===== src/opl_defines.svh =====
// Output port lookup shared constants
// Stream widths, header field positions, protocol codes, port masks and
// register offsets used by the router lookup stage
`ifndef OPL_DEFINES_SVH
`define OPL_DEFINES_SVH

`define OPL_DATA_W        256
`define OPL_STRB_W        32
`define OPL_USER_W        128

`define OPL_SRC_PORT_POS  16      // Low bit of 8-bit source port field
`define OPL_DST_PORT_POS  24      // Low bit of 8-bit destination port field

`define OPL_ETHTYPE_HI    159
`define OPL_ETHTYPE_LO    144
`define OPL_IPVER_HI      143
`define OPL_IPVER_LO      140
`define OPL_PROTO_HI      71
`define OPL_PROTO_LO      64

`define OPL_ETHTYPE_ARP   16'h0806
`define OPL_ETHTYPE_IPV4  16'h0800
`define OPL_IPVER_4       4'd4
`define OPL_PROTO_OSPF    8'd89

// One-hot destination masks
`define OPL_PORT_NF0      8'h01
`define OPL_PORT_NF1      8'h04
`define OPL_PORT_NF2      8'h10
`define OPL_PORT_NF3      8'h40

`define OPL_REG_IPV4      4'h0
`define OPL_REG_ARP       4'h4
`define OPL_REG_OSPF      4'h8
`define OPL_REG_SPARE     4'hC

`define OPL_AXIL_ADDR_W   32
`define OPL_AXIL_DATA_W   32

`endif


===== src/opl_pkg.sv =====
// Output port lookup types
// Stream payload, packed beat, port mask and counter types

`include "opl_defines.svh"

package opl_pkg;

  // 8 words of 32 bits
  typedef logic [`OPL_DATA_W-1:0] tdata_t;

  typedef logic [`OPL_STRB_W-1:0] tstrb_t;

  // 4 words of 32 bits
  typedef logic [`OPL_USER_W-1:0] tuser_t;

  // One stream beat as stored in the FIFO
  typedef struct packed {
    logic   last;
    tuser_t user;
    tstrb_t strb;
    tdata_t data;
  } beat_t;

  typedef logic [7:0] port_mask_t;       // One-hot port vector

  typedef logic [`OPL_AXIL_DATA_W-1:0] counter_t;

endpackage


===== src/opl_beat_fifo.sv =====
// Input beat FIFO
// Small fall-through buffer for stream beats, tready drops when nearly full

`timescale 1ns/1ps
`include "opl_defines.svh"

module opl_beat_fifo #(
  parameter int DEPTH_BITS = 2
) (
  input  logic            AXI_ACLK,
  input  logic            AXI_RESETN,
  input  opl_pkg::tdata_t s_axis_tdata,
  input  opl_pkg::tstrb_t s_axis_tstrb,
  input  opl_pkg::tuser_t s_axis_tuser,
  input  logic            s_axis_tlast,
  input  logic            s_axis_tvalid,
  output logic            s_axis_tready,
  output opl_pkg::beat_t  out_beat,
  output logic            out_valid,
  input  logic            out_ready
);

  localparam int DEPTH = 1 << DEPTH_BITS;

  opl_pkg::beat_t        mem [DEPTH];
  logic [DEPTH_BITS-1:0] wr_ptr;
  logic [DEPTH_BITS-1:0] rd_ptr;
  logic [DEPTH_BITS:0]   count;
  logic                  wr_en;
  logic                  rd_en;

  assign wr_en = s_axis_tvalid && s_axis_tready;
  assign rd_en = out_valid && out_ready;

  assign s_axis_tready = (count < (DEPTH_BITS+1)'(DEPTH - 1));  // Not nearly full
  assign out_valid     = (count != '0);
  assign out_beat      = mem[rd_ptr];       // Oldest entry, no read latency

  always_ff @(posedge AXI_ACLK) begin
    if (wr_en) begin
      mem[wr_ptr] <= '{last: s_axis_tlast, user: s_axis_tuser,
                       strb: s_axis_tstrb, data: s_axis_tdata};
    end
  end

  always_ff @(posedge AXI_ACLK) begin
    if (!AXI_RESETN) begin
      wr_ptr <= '0;
      rd_ptr <= '0;
      count  <= '0;
    end else begin
      if (wr_en) wr_ptr <= wr_ptr + 1'b1;
      if (rd_en) rd_ptr <= rd_ptr + 1'b1;
      case ({wr_en, rd_en})
        2'b10:   count <= count + 1'b1;
        2'b01:   count <= count - 1'b1;
        default: count <= count;      // Idle or simultaneous push and pop
      endcase
    end
  end

endmodule


===== src/opl_pkt_classifier.sv =====
// Packet classifier stage
// Registers each beat into a holding stage and flags ARP, IPv4 and OSPF
// from the first beat of every packet

`timescale 1ns/1ps
`include "opl_defines.svh"

module opl_pkt_classifier (
  input  logic            AXI_ACLK,
  input  logic            AXI_RESETN,
  input  opl_pkg::beat_t  in_beat,
  input  logic            in_valid,
  output logic            in_ready,
  output opl_pkg::tdata_t cls_tdata,
  output opl_pkg::tstrb_t cls_tstrb,
  output opl_pkg::tuser_t cls_tuser,
  output logic            cls_tlast,
  output logic            cls_tvalid,
  input  logic            cls_tready,
  output logic            hit_ipv4,
  output logic            hit_arp,
  output logic            hit_ospf
);

  opl_pkg::beat_t hold_q;
  logic           hold_valid;
  logic           first_beat;        // Next accepted beat starts a packet
  logic           accept;
  logic           is_arp;
  logic           is_ipv4_type;
  logic           is_ver4;
  logic           is_ospf_proto;

  // Empty stage, or the held beat leaves this cycle
  assign in_ready = !hold_valid || cls_tready;
  assign accept   = in_valid && in_ready;

  assign is_arp        = (in_beat.data[`OPL_ETHTYPE_HI:`OPL_ETHTYPE_LO] == `OPL_ETHTYPE_ARP);
  assign is_ipv4_type  = (in_beat.data[`OPL_ETHTYPE_HI:`OPL_ETHTYPE_LO] == `OPL_ETHTYPE_IPV4);
  assign is_ver4       = (in_beat.data[`OPL_IPVER_HI:`OPL_IPVER_LO] == `OPL_IPVER_4);
  assign is_ospf_proto = (in_beat.data[`OPL_PROTO_HI:`OPL_PROTO_LO] == `OPL_PROTO_OSPF);

  // Payload holding register
  always_ff @(posedge AXI_ACLK) begin
    if (accept) begin
      hold_q <= in_beat;
    end
  end

  always_ff @(posedge AXI_ACLK) begin
    if (!AXI_RESETN) begin
      hold_valid <= 1'b0;
      first_beat <= 1'b1;
      hit_ipv4   <= 1'b0;
      hit_arp    <= 1'b0;
      hit_ospf   <= 1'b0;
    end else begin
      if (accept) begin
        hold_valid <= 1'b1;
        first_beat <= in_beat.last;    // tlast closes the packet
      end else if (cls_tready) begin
        hold_valid <= 1'b0;
      end

      // One-cycle pulses, OSPF check is independent of the version nibble
      hit_arp  <= accept && first_beat && is_arp;
      hit_ipv4 <= accept && first_beat && is_ipv4_type && is_ver4;
      hit_ospf <= accept && first_beat && is_ipv4_type && is_ospf_proto;
    end
  end

  assign cls_tdata  = hold_q.data;
  assign cls_tstrb  = hold_q.strb;
  assign cls_tuser  = hold_q.user;
  assign cls_tlast  = hold_q.last;
  assign cls_tvalid = hold_valid;

endmodule


===== src/opl_port_lookup.sv =====
// Destination port lookup
// Rewrites the destination port field of each packet's first beat from
// its source port, CPU traffic always goes out on nf1

`timescale 1ns/1ps
`include "opl_defines.svh"

module opl_port_lookup (
  input  logic            AXI_ACLK,
  input  logic            AXI_RESETN,
  input  opl_pkg::tdata_t cls_tdata,
  input  opl_pkg::tstrb_t cls_tstrb,
  input  opl_pkg::tuser_t cls_tuser,
  input  logic            cls_tlast,
  input  logic            cls_tvalid,
  output logic            cls_tready,
  output opl_pkg::tdata_t m_axis_tdata,
  output opl_pkg::tstrb_t m_axis_tstrb,
  output opl_pkg::tuser_t m_axis_tuser,
  output logic            m_axis_tlast,
  output logic            m_axis_tvalid,
  input  logic            m_axis_tready
);

  typedef enum logic {ST_HEADER, ST_IN_PKT} state_t;

  state_t              state;
  opl_pkg::port_mask_t src_port;
  logic                from_cpu;
  logic                xfer;

  assign src_port = cls_tuser[`OPL_SRC_PORT_POS +: 8];
  assign from_cpu = src_port[1] || src_port[3] || src_port[5] || src_port[7];
  assign xfer     = cls_tvalid && m_axis_tready;

  // Pure pass-through handshake
  assign m_axis_tvalid = cls_tvalid;
  assign cls_tready    = m_axis_tready;
  assign m_axis_tdata  = cls_tdata;
  assign m_axis_tstrb  = cls_tstrb;
  assign m_axis_tlast  = cls_tlast;

  always_comb begin
    m_axis_tuser = cls_tuser;
    if (state == ST_HEADER) begin
      if (from_cpu) begin
        m_axis_tuser[`OPL_DST_PORT_POS +: 8] = `OPL_PORT_NF1;
      end else if (src_port[6]) begin      // Highest source bit wins
        m_axis_tuser[`OPL_DST_PORT_POS +: 8] = `OPL_PORT_NF2;
      end else if (src_port[4]) begin
        m_axis_tuser[`OPL_DST_PORT_POS +: 8] = `OPL_PORT_NF3;
      end else if (src_port[2]) begin
        m_axis_tuser[`OPL_DST_PORT_POS +: 8] = `OPL_PORT_NF0;
      end else if (src_port[0]) begin
        m_axis_tuser[`OPL_DST_PORT_POS +: 8] = `OPL_PORT_NF1;
      end
    end
  end

  // Single-beat packets stay in ST_HEADER
  always_ff @(posedge AXI_ACLK) begin
    if (!AXI_RESETN) begin
      state <= ST_HEADER;
    end else if (xfer) begin
      state <= cls_tlast ? ST_HEADER : ST_IN_PKT;
    end
  end

endmodule


===== src/opl_stats_regs.sv =====
// Protocol statistics registers
// IPv4, ARP and OSPF packet counters behind a read-only AXI4-Lite port

`timescale 1ns/1ps
`include "opl_defines.svh"

module opl_stats_regs (
  input  logic                        AXI_ACLK,
  input  logic                        AXI_RESETN,
  input  logic                        hit_ipv4,
  input  logic                        hit_arp,
  input  logic                        hit_ospf,
  input  logic [`OPL_AXIL_ADDR_W-1:0] s_axi_araddr,
  input  logic                        s_axi_arvalid,
  output logic                        s_axi_arready,
  output logic [`OPL_AXIL_DATA_W-1:0] s_axi_rdata,
  output logic [1:0]                  s_axi_rresp,
  output logic                        s_axi_rvalid,
  input  logic                        s_axi_rready
);

  opl_pkg::counter_t ipv4_cnt;
  opl_pkg::counter_t arp_cnt;
  opl_pkg::counter_t ospf_cnt;
  logic              ar_hs;

  assign s_axi_arready = !s_axi_rvalid;      // One read in flight at most
  assign ar_hs         = s_axi_arvalid && s_axi_arready;
  assign s_axi_rresp   = 2'b00;              // OKAY

  // Counters wrap on overflow
  always_ff @(posedge AXI_ACLK) begin
    if (!AXI_RESETN) begin
      ipv4_cnt <= '0;
      arp_cnt  <= '0;
      ospf_cnt <= '0;
    end else begin
      if (hit_ipv4) ipv4_cnt <= ipv4_cnt + 1'b1;
      if (hit_arp)  arp_cnt  <= arp_cnt + 1'b1;
      if (hit_ospf) ospf_cnt <= ospf_cnt + 1'b1;
    end
  end

  always_ff @(posedge AXI_ACLK) begin
    if (!AXI_RESETN) begin
      s_axi_rvalid <= 1'b0;
    end else if (ar_hs) begin
      s_axi_rvalid <= 1'b1;
    end else if (s_axi_rready) begin
      s_axi_rvalid <= 1'b0;
    end
  end

  // Read data captured at the address handshake
  always_ff @(posedge AXI_ACLK) begin
    if (ar_hs) begin
      case (s_axi_araddr[3:0])
        `OPL_REG_IPV4:  s_axi_rdata <= ipv4_cnt;
        `OPL_REG_ARP:   s_axi_rdata <= arp_cnt;
        `OPL_REG_OSPF:  s_axi_rdata <= ospf_cnt;
        default:        s_axi_rdata <= '0;
      endcase
    end
  end

endmodule


===== src/opl_top.sv =====
// Output port lookup top level
// Input FIFO, classifier and port lookup in a stream pipeline, with the
// protocol counters readable over AXI4-Lite

`timescale 1ns/1ps
`include "opl_defines.svh"

module opl_top (
  input  logic                        AXI_ACLK,
  input  logic                        AXI_RESETN,
  input  opl_pkg::tdata_t             s_axis_tdata,
  input  opl_pkg::tstrb_t             s_axis_tstrb,
  input  opl_pkg::tuser_t             s_axis_tuser,
  input  logic                        s_axis_tvalid,
  output logic                        s_axis_tready,
  input  logic                        s_axis_tlast,
  output opl_pkg::tdata_t             m_axis_tdata,
  output opl_pkg::tstrb_t             m_axis_tstrb,
  output opl_pkg::tuser_t             m_axis_tuser,
  output logic                        m_axis_tvalid,
  input  logic                        m_axis_tready,
  output logic                        m_axis_tlast,
  input  logic [`OPL_AXIL_ADDR_W-1:0] s_axi_araddr,
  input  logic                        s_axi_arvalid,
  output logic                        s_axi_arready,
  output logic [`OPL_AXIL_DATA_W-1:0] s_axi_rdata,
  output logic [1:0]                  s_axi_rresp,
  output logic                        s_axi_rvalid,
  input  logic                        s_axi_rready
);

  opl_pkg::beat_t  fifo_beat;
  logic            fifo_valid;
  logic            fifo_ready;
  opl_pkg::tdata_t cls_tdata;
  opl_pkg::tstrb_t cls_tstrb;
  opl_pkg::tuser_t cls_tuser;
  logic            cls_tlast;
  logic            cls_tvalid;
  logic            cls_tready;
  logic            hit_ipv4;
  logic            hit_arp;
  logic            hit_ospf;

  opl_beat_fifo #(
    .DEPTH_BITS (2)
  ) input_fifo (
    .AXI_ACLK      (AXI_ACLK),
    .AXI_RESETN    (AXI_RESETN),
    .s_axis_tdata  (s_axis_tdata),
    .s_axis_tstrb  (s_axis_tstrb),
    .s_axis_tuser  (s_axis_tuser),
    .s_axis_tlast  (s_axis_tlast),
    .s_axis_tvalid (s_axis_tvalid),
    .s_axis_tready (s_axis_tready),
    .out_beat      (fifo_beat),
    .out_valid     (fifo_valid),
    .out_ready     (fifo_ready)
  );

  opl_pkt_classifier classifier (
    .AXI_ACLK   (AXI_ACLK),
    .AXI_RESETN (AXI_RESETN),
    .in_beat    (fifo_beat),
    .in_valid   (fifo_valid),
    .in_ready   (fifo_ready),
    .cls_tdata  (cls_tdata),
    .cls_tstrb  (cls_tstrb),
    .cls_tuser  (cls_tuser),
    .cls_tlast  (cls_tlast),
    .cls_tvalid (cls_tvalid),
    .cls_tready (cls_tready),
    .hit_ipv4   (hit_ipv4),
    .hit_arp    (hit_arp),
    .hit_ospf   (hit_ospf)
  );

  opl_port_lookup port_lookup (
    .AXI_ACLK      (AXI_ACLK),
    .AXI_RESETN    (AXI_RESETN),
    .cls_tdata     (cls_tdata),
    .cls_tstrb     (cls_tstrb),
    .cls_tuser     (cls_tuser),
    .cls_tlast     (cls_tlast),
    .cls_tvalid    (cls_tvalid),
    .cls_tready    (cls_tready),
    .m_axis_tdata  (m_axis_tdata),
    .m_axis_tstrb  (m_axis_tstrb),
    .m_axis_tuser  (m_axis_tuser),
    .m_axis_tlast  (m_axis_tlast),
    .m_axis_tvalid (m_axis_tvalid),
    .m_axis_tready (m_axis_tready)
  );

  // Counters sit beside the stream path
  opl_stats_regs stats (
    .AXI_ACLK      (AXI_ACLK),
    .AXI_RESETN    (AXI_RESETN),
    .hit_ipv4      (hit_ipv4),
    .hit_arp       (hit_arp),
    .hit_ospf      (hit_ospf),
    .s_axi_araddr  (s_axi_araddr),
    .s_axi_arvalid (s_axi_arvalid),
    .s_axi_arready (s_axi_arready),
    .s_axi_rdata   (s_axi_rdata),
    .s_axi_rresp   (s_axi_rresp),
    .s_axi_rvalid  (s_axi_rvalid),
    .s_axi_rready  (s_axi_rready)
  );

endmodule


===== config.mk =====
export PLATFORM = sky130hd
export DESIGN_NAME = opl_top
export DESIGN_NICKNAME = d
export VERILOG_FILES = /design/src/opl_pkg.sv /design/src/opl_beat_fifo.sv /design/src/opl_pkt_classifier.sv /design/src/opl_port_lookup.sv /design/src/opl_stats_regs.sv /design/src/opl_top.sv
export VERILOG_INCLUDE_DIRS = /design/src
export SDC_FILE = /design/constraint.sdc
export NUM_CORES = 2
export LEC_CHECK = 0
export ABC_AREA = 1
export BUFFER_PORTS_ARGS = -buffer_cell sky130_fd_sc_hd__buf_2
export CAP_MARGIN = 20
export CORE_AREA = 2 2 467 469
export CTS_BUF_LIST = sky130_fd_sc_hd__clkbuf_2
export CTS_CLUSTER_DIAMETER = 60
export DETAILED_ROUTE_END_ITERATION = 7
export DIE_AREA = 0 0 469 471
export SLEW_MARGIN = 20
export SYNTH_ARGS = -nofsm -noshare
export SYNTH_HDL_FRONTEND = slang
export SYNTH_HIERARCHICAL = 1
export SYNTH_SLANG_ARGS = --single-unit

===== constraint.sdc =====
create_clock -name AXI_ACLK -period 63 [get_ports AXI_ACLK]
set_input_delay 6.3 -clock AXI_ACLK [delete_from_list [all_inputs] [get_ports AXI_ACLK]]
set_output_delay 6.3 -clock AXI_ACLK [all_outputs]
set_load 0.005 [all_outputs]

==> flow_results.xml <==
<?xml version="1.0" encoding="UTF-8"?>
<metrics>
  <group name="setup_path">
    <metric name="worstPathMaxFanout" unit="">6</metric>
    <metric name="element_type_at_the_critical_path_end" unit="">output port</metric>
    <metric name="arrival" unit="ns">2.99</metric>
    <metric name="sort_of_element_at_the_start_of_the_critical_path" unit="">register</metric>
    <metric name="timing.rr.end" unit="">classifier/cls_tstrb[25]</metric>
    <metric name="crit_type" unit="">reg2out</metric>
    <metric name="ff_to_ff_path_depth" unit="">7</metric>
    <metric name="required" unit="ns">56.70</metric>
    <metric name="regToRegSetupSlack" unit="ns">58.02</metric>
  </group>
  <group name="sta">
    <metric name="hold_ws" unit="ns">0.407</metric>
    <metric name="finalMaxSlewViolations" unit="">0</metric>
    <metric name="finalClockSkew" unit="ns">0.215</metric>
    <metric name="report.final.setup_viol" unit="">0</metric>
    <metric name="setup_tns" unit="ns">0</metric>
    <metric name="final_worst_path_period_share" unit="%">14.7</metric>
    <metric name="grt_setup_unrepaired" unit="">no</metric>
    <metric name="fmax" unit="MHz">108</metric>
    <metric name="tightestPinTransition" unit="ns">1.22</metric>
    <metric name="worst_slew_margin_rel" unit="%">18.7</metric>
    <metric name="final_count_of_hold_timing_violations" unit="">0</metric>
    <metric name="final.setup.worst_slack" unit="ns">53.71</metric>
    <metric name="finalWorstPathRequiredPeriod" unit="ns">9.29</metric>
  </group>
  <group name="drt">
    <metric name="viasPerCell" unit="">5.07</metric>
    <metric name="routed_wl" unit="um">220000</metric>
    <metric name="via_count" unit="">51400</metric>
    <metric name="firstDrtPassIters" unit="">6</metric>
    <metric name="detail_route.wl_per_cell" unit="um">21.7</metric>
    <metric name="antenna_violating_nets_post_route" unit="">0</metric>
    <metric name="drt_iter0_markers" unit="">3698</metric>
    <metric name="detail_route.drc_violations" unit="">0</metric>
  </group>
  <group name="clocking">
    <metric name="clk_pin_slew" unit="ns">0.10</metric>
    <metric name="clock_tree_from_tritoncts" unit="">done</metric>
    <metric name="clk_path_buf_depth" unit="">4</metric>
    <metric name="post_cts.repair.setup_buffers" unit="">0</metric>
    <metric name="clk_latency" unit="ns">1.91</metric>
    <metric name="numCtsBuffers" unit="">588</metric>
    <metric name="clock_tree.root_cell" unit="">sky130_fd_sc_hd__clkbuf_2</metric>
    <metric name="tritoncts_num_sinks" unit="">2229</metric>
    <metric name="clock_tree.htree_level_count" unit="">6</metric>
    <metric name="post_cts.resized_instances" unit="">0</metric>
    <metric name="count_of_hold_fix_buffers_inserted_at_cts" unit="">0</metric>
  </group>
  <group name="floorplan">
    <metric name="dieWidth" unit="um">469</metric>
    <metric name="coreArea" unit="um^2">216000</metric>
    <metric name="placement_rows" unit="">171</metric>
    <metric name="fp.dieH" unit="um">471</metric>
    <metric name="initial_core_util" unit="%">39.7</metric>
    <metric name="boundaryPins" unit="">910</metric>
    <metric name="design.die.area" unit="um^2">221000</metric>
  </group>
  <group name="cells_and_area">
    <metric name="layout-drive-gt1-share" unit="%">28.7</metric>
    <metric name="post-route-util" unit="%">44.0</metric>
    <metric name="design.final.nets" unit="">7299</metric>
    <metric name="area_growth" unit="%">10.8</metric>
  </group>
  <group name="global_route">
    <metric name="grt_pass1_wl" unit="um">318000</metric>
    <metric name="track_usage" unit="%">19.3</metric>
    <metric name="number_of_global_route_vias_before_repair" unit="">50500</metric>
    <metric name="globalRoute.totalOverflow" unit="">0</metric>
    <metric name="grt_max_degree" unit="">196</metric>
    <metric name="grt_antenna_before_repair" unit="">125</metric>
  </group>
  <group name="synthesis">
    <metric name="netlist-cell-type-count" unit="">47</metric>
    <metric name="ys_top_cells_by_count" unit="">2117 x sky130_fd_sc_hd__edfxtp_1, 942 x sky130_fd_sc_hd__nor2_1, 857 x sky130_fd_sc_hd__o21ai_0</metric>
    <metric name="synth-edff-count" unit="">2117</metric>
    <metric name="yosys.cell_count.top_type" unit="">sky130_fd_sc_hd__edfxtp_1</metric>
    <metric name="yosysTopAreaCell" unit="">sky130_fd_sc_hd__edfxtp_1</metric>
    <metric name="synth.yosys.seq_area_share" unit="%">76.7</metric>
    <metric name="ys_ff_latch" unit="">2229</metric>
    <metric name="synth_cells" unit="">6015</metric>
    <metric name="syn-cell-area" unit="um^2">85800</metric>
    <metric name="synthArstFlopShare" unit="%">0</metric>
    <metric name="synth_largest_type_area_fraction" unit="%">74.1</metric>
    <metric name="synth_area_leaders" unit="">sky130_fd_sc_hd__edfxtp_1 74%, sky130_fd_sc_hd__o21ai_0 5.0%, sky130_fd_sc_hd__nor2_1 4.1%, sky130_fd_sc_hd__buf_4 3.9%, sky130_fd_sc_hd__dfxtp_1 2.6%</metric>
    <metric name="synth_flop_cell" unit="">sky130_fd_sc_hd__edfxtp_1</metric>
    <metric name="synth_warnings" unit="">6</metric>
    <metric name="syn_avg_cell_area" unit="um^2">14.3</metric>
  </group>
  <group name="power_and_ir_drop">
    <metric name="vdd_ir_drop_max" unit="uV">35.1</metric>
    <metric name="pwr_density_cell" unit="nW/um^2">44.0</metric>
    <metric name="leakagePower" unit="uW">0.0333</metric>
    <metric name="power" unit="uW">4180</metric>
  </group>
  <group name="place">
    <metric name="buffer_ports.inserted" unit="">879</metric>
    <metric name="place_hpwl" unit="um">130000</metric>
    <metric name="gp_congestion" unit="">0.874</metric>
    <metric name="dp_slack" unit="ns">52.15</metric>
  </group>
  <group name="flow_run">
    <metric name="timing.max_cap.violations" unit="">0</metric>
  </group>
  <group name="worst_hold_path">
    <metric name="whs_endpoint" unit="">classifier/cls_tdata[37]</metric>
    <metric name="min_path_type" unit="">reg2reg</metric>
    <metric name="hold_path_startpoint" unit="">input_fifo/mem[0][37]</metric>
    <metric name="whs_path_depth" unit="">2</metric>
  </group>
  <group name="status">
    <metric name="outcome" unit="">finished, final reports clean</metric>
  </group>
</metrics>
==> cell usage in the layout (no fill, tap or decap), types with 3 or more instances in the layout <==
| master | instances |
|---|---|
| sky130_fd_sc_hd__clkbuf_2 | 798 |
| sky130_fd_sc_hd__nor3b_1 | 3 |
| sky130_fd_sc_hd__nand3_1 | 88 |
| sky130_fd_sc_hd__clkinv_4 | 4 |
| sky130_fd_sc_hd__clkinv_2 | 25 |
| sky130_fd_sc_hd__o22ai_1 | 317 |
| sky130_fd_sc_hd__buf_4 | 54 |
| sky130_fd_sc_hd__nand2_1 | 301 |
| sky130_fd_sc_hd__buf_2 | 879 |
| sky130_fd_sc_hd__inv_1 | 128 |
| sky130_fd_sc_hd__diode_2 | 63 |
| sky130_fd_sc_hd__nand2_4 | 6 |
| sky130_fd_sc_hd__o211ai_1 | 9 |
| sky130_fd_sc_hd__o221ai_1 | 19 |
| sky130_fd_sc_hd__inv_2 | 19 |
| sky130_fd_sc_hd__nand2_2 | 3 |
| sky130_fd_sc_hd__nand4_1 | 33 |
| sky130_fd_sc_hd__xor2_1 | 4 |
| sky130_fd_sc_hd__nor2_2 | 119 |
| sky130_fd_sc_hd__buf_12 | 8 |
| sky130_fd_sc_hd__clkinv_1 | 107 |
| sky130_fd_sc_hd__nor2_1 | 938 |
| sky130_fd_sc_hd__nor2_4 | 18 |
| sky130_fd_sc_hd__edfxtp_1 | 2117 |
| sky130_fd_sc_hd__o21ai_0 | 857 |
| sky130_fd_sc_hd__a21oi_1 | 51 |
| sky130_fd_sc_hd__ha_1 | 8 |
| sky130_fd_sc_hd__clkinvlp_4 | 10 |
| sky130_fd_sc_hd__dfxtp_1 | 110 |
| sky130_fd_sc_hd__nor3_1 | 37 |
| sky130_fd_sc_hd__bufinv_16 | 13 |
| sky130_fd_sc_hd__o22ai_2 | 100 |
==> worst max-delay path, cell delays in order (launching register included) <==
cell                       delay [ns]
sky130_fd_sc_hd__edfxtp_1        0.41
sky130_fd_sc_hd__inv_2           0.08
sky130_fd_sc_hd__nand2_4         0.07
sky130_fd_sc_hd__nor2_8          0.16
sky130_fd_sc_hd__nand2_4         0.07
sky130_fd_sc_hd__o21ai_2         0.12
sky130_fd_sc_hd__buf_2           0.19
==> how the worst max path moves through the flow <==
stage	from	end	slack, ns	cells past startpoint
2_1_floorplan	s_axis_tvalid	input_fifo/mem[0][0]	38.00	2
3_3_place_gp	s_axis_tvalid	input_fifo/mem[1][339]	52.13	6
3_5_place_dp	s_axis_tvalid	input_fifo/mem[1][339]	52.15	6
4_1_cts	classifier/cls_tuser[17]	m_axis_tuser[30]	53.33	6
5_1_grt	classifier/cls_tuser[17]	m_axis_tuser[27]	53.31	6
6_report	classifier/cls_tuser[17]	m_axis_tuser[30]	53.71	6
==> routing by layer <==
metal / global-route usage, % / routed length (um)
met5: 0 / 582
met4: 8.97 / 9040
met3: 7.98 / 20600
met2: 30.7 / 105000
met1: 22.6 / 84900
==> sequential cells by signal (all words and copies together), names as in the netlist, 2 cells and up, named ones only <==
signal	count
input_fifo/count	3
classifier/cls_tdata	256
input_fifo/mem	1668
classifier/cls_tstrb	32
stats/s_axi_rdata	32
stats/ospf_cnt	32
stats/ipv4_cnt	32
stats/arp_cnt	32
classifier/cls_tuser	128
input_fifo/rd_ptr	2
input_fifo/wr_ptr	2
==> where the power goes <==
group	switching, uW	total [uW]	internal (uW)
clock network	579	974	395
registers	73.8	2090	2010
logic	807	1120	312
total	1460	4180	2720
==> cells by family (layout without fill, tap and decap cells) <==
logic type | Yosys count | after routing | synth area share [%]
xor gates and xnor gates | 5 | 5 | 0.0510
DFF | 2229 | 2229 | 76.7
buffers and inverters | 854 | 2051 | 5.97
adders and majority gates | 9 | 9 | 0.140
other | 1 | 65 | 0.00437
AOI/OAI and AO/OA | 1361 | 1361 | 9.41
and+or+nand+nor | 1556 | 1556 | 7.72
==> layout make-up <==
cell class | instances | area (um^2)
inverters | 141 | 563
clock buffers | 798 | 3990
flip-flops and latches | 2229 | 65800
repair buffers | 942 | 4980
well taps | 2854 | 3570
clock inverters | 170 | 1080
multi-input cells | 2933 | 14900
fillers | 19700 | 121000
diodes | 63 | 158
==> per-stage QoR <==
| step | area [um^2] | cells |
|---|---|---|
| final | 95100 | 10100 |
| after global routing | 95000 | 10100 |
| after CTS | 94900 | 10100 |
| after detailed placement | 89800 | 9099 |
| after global placement | 89800 | 9099 |
| after floorplan | 85800 | 6016 |
Note: power is estimated with default switching activity, not from simulation.
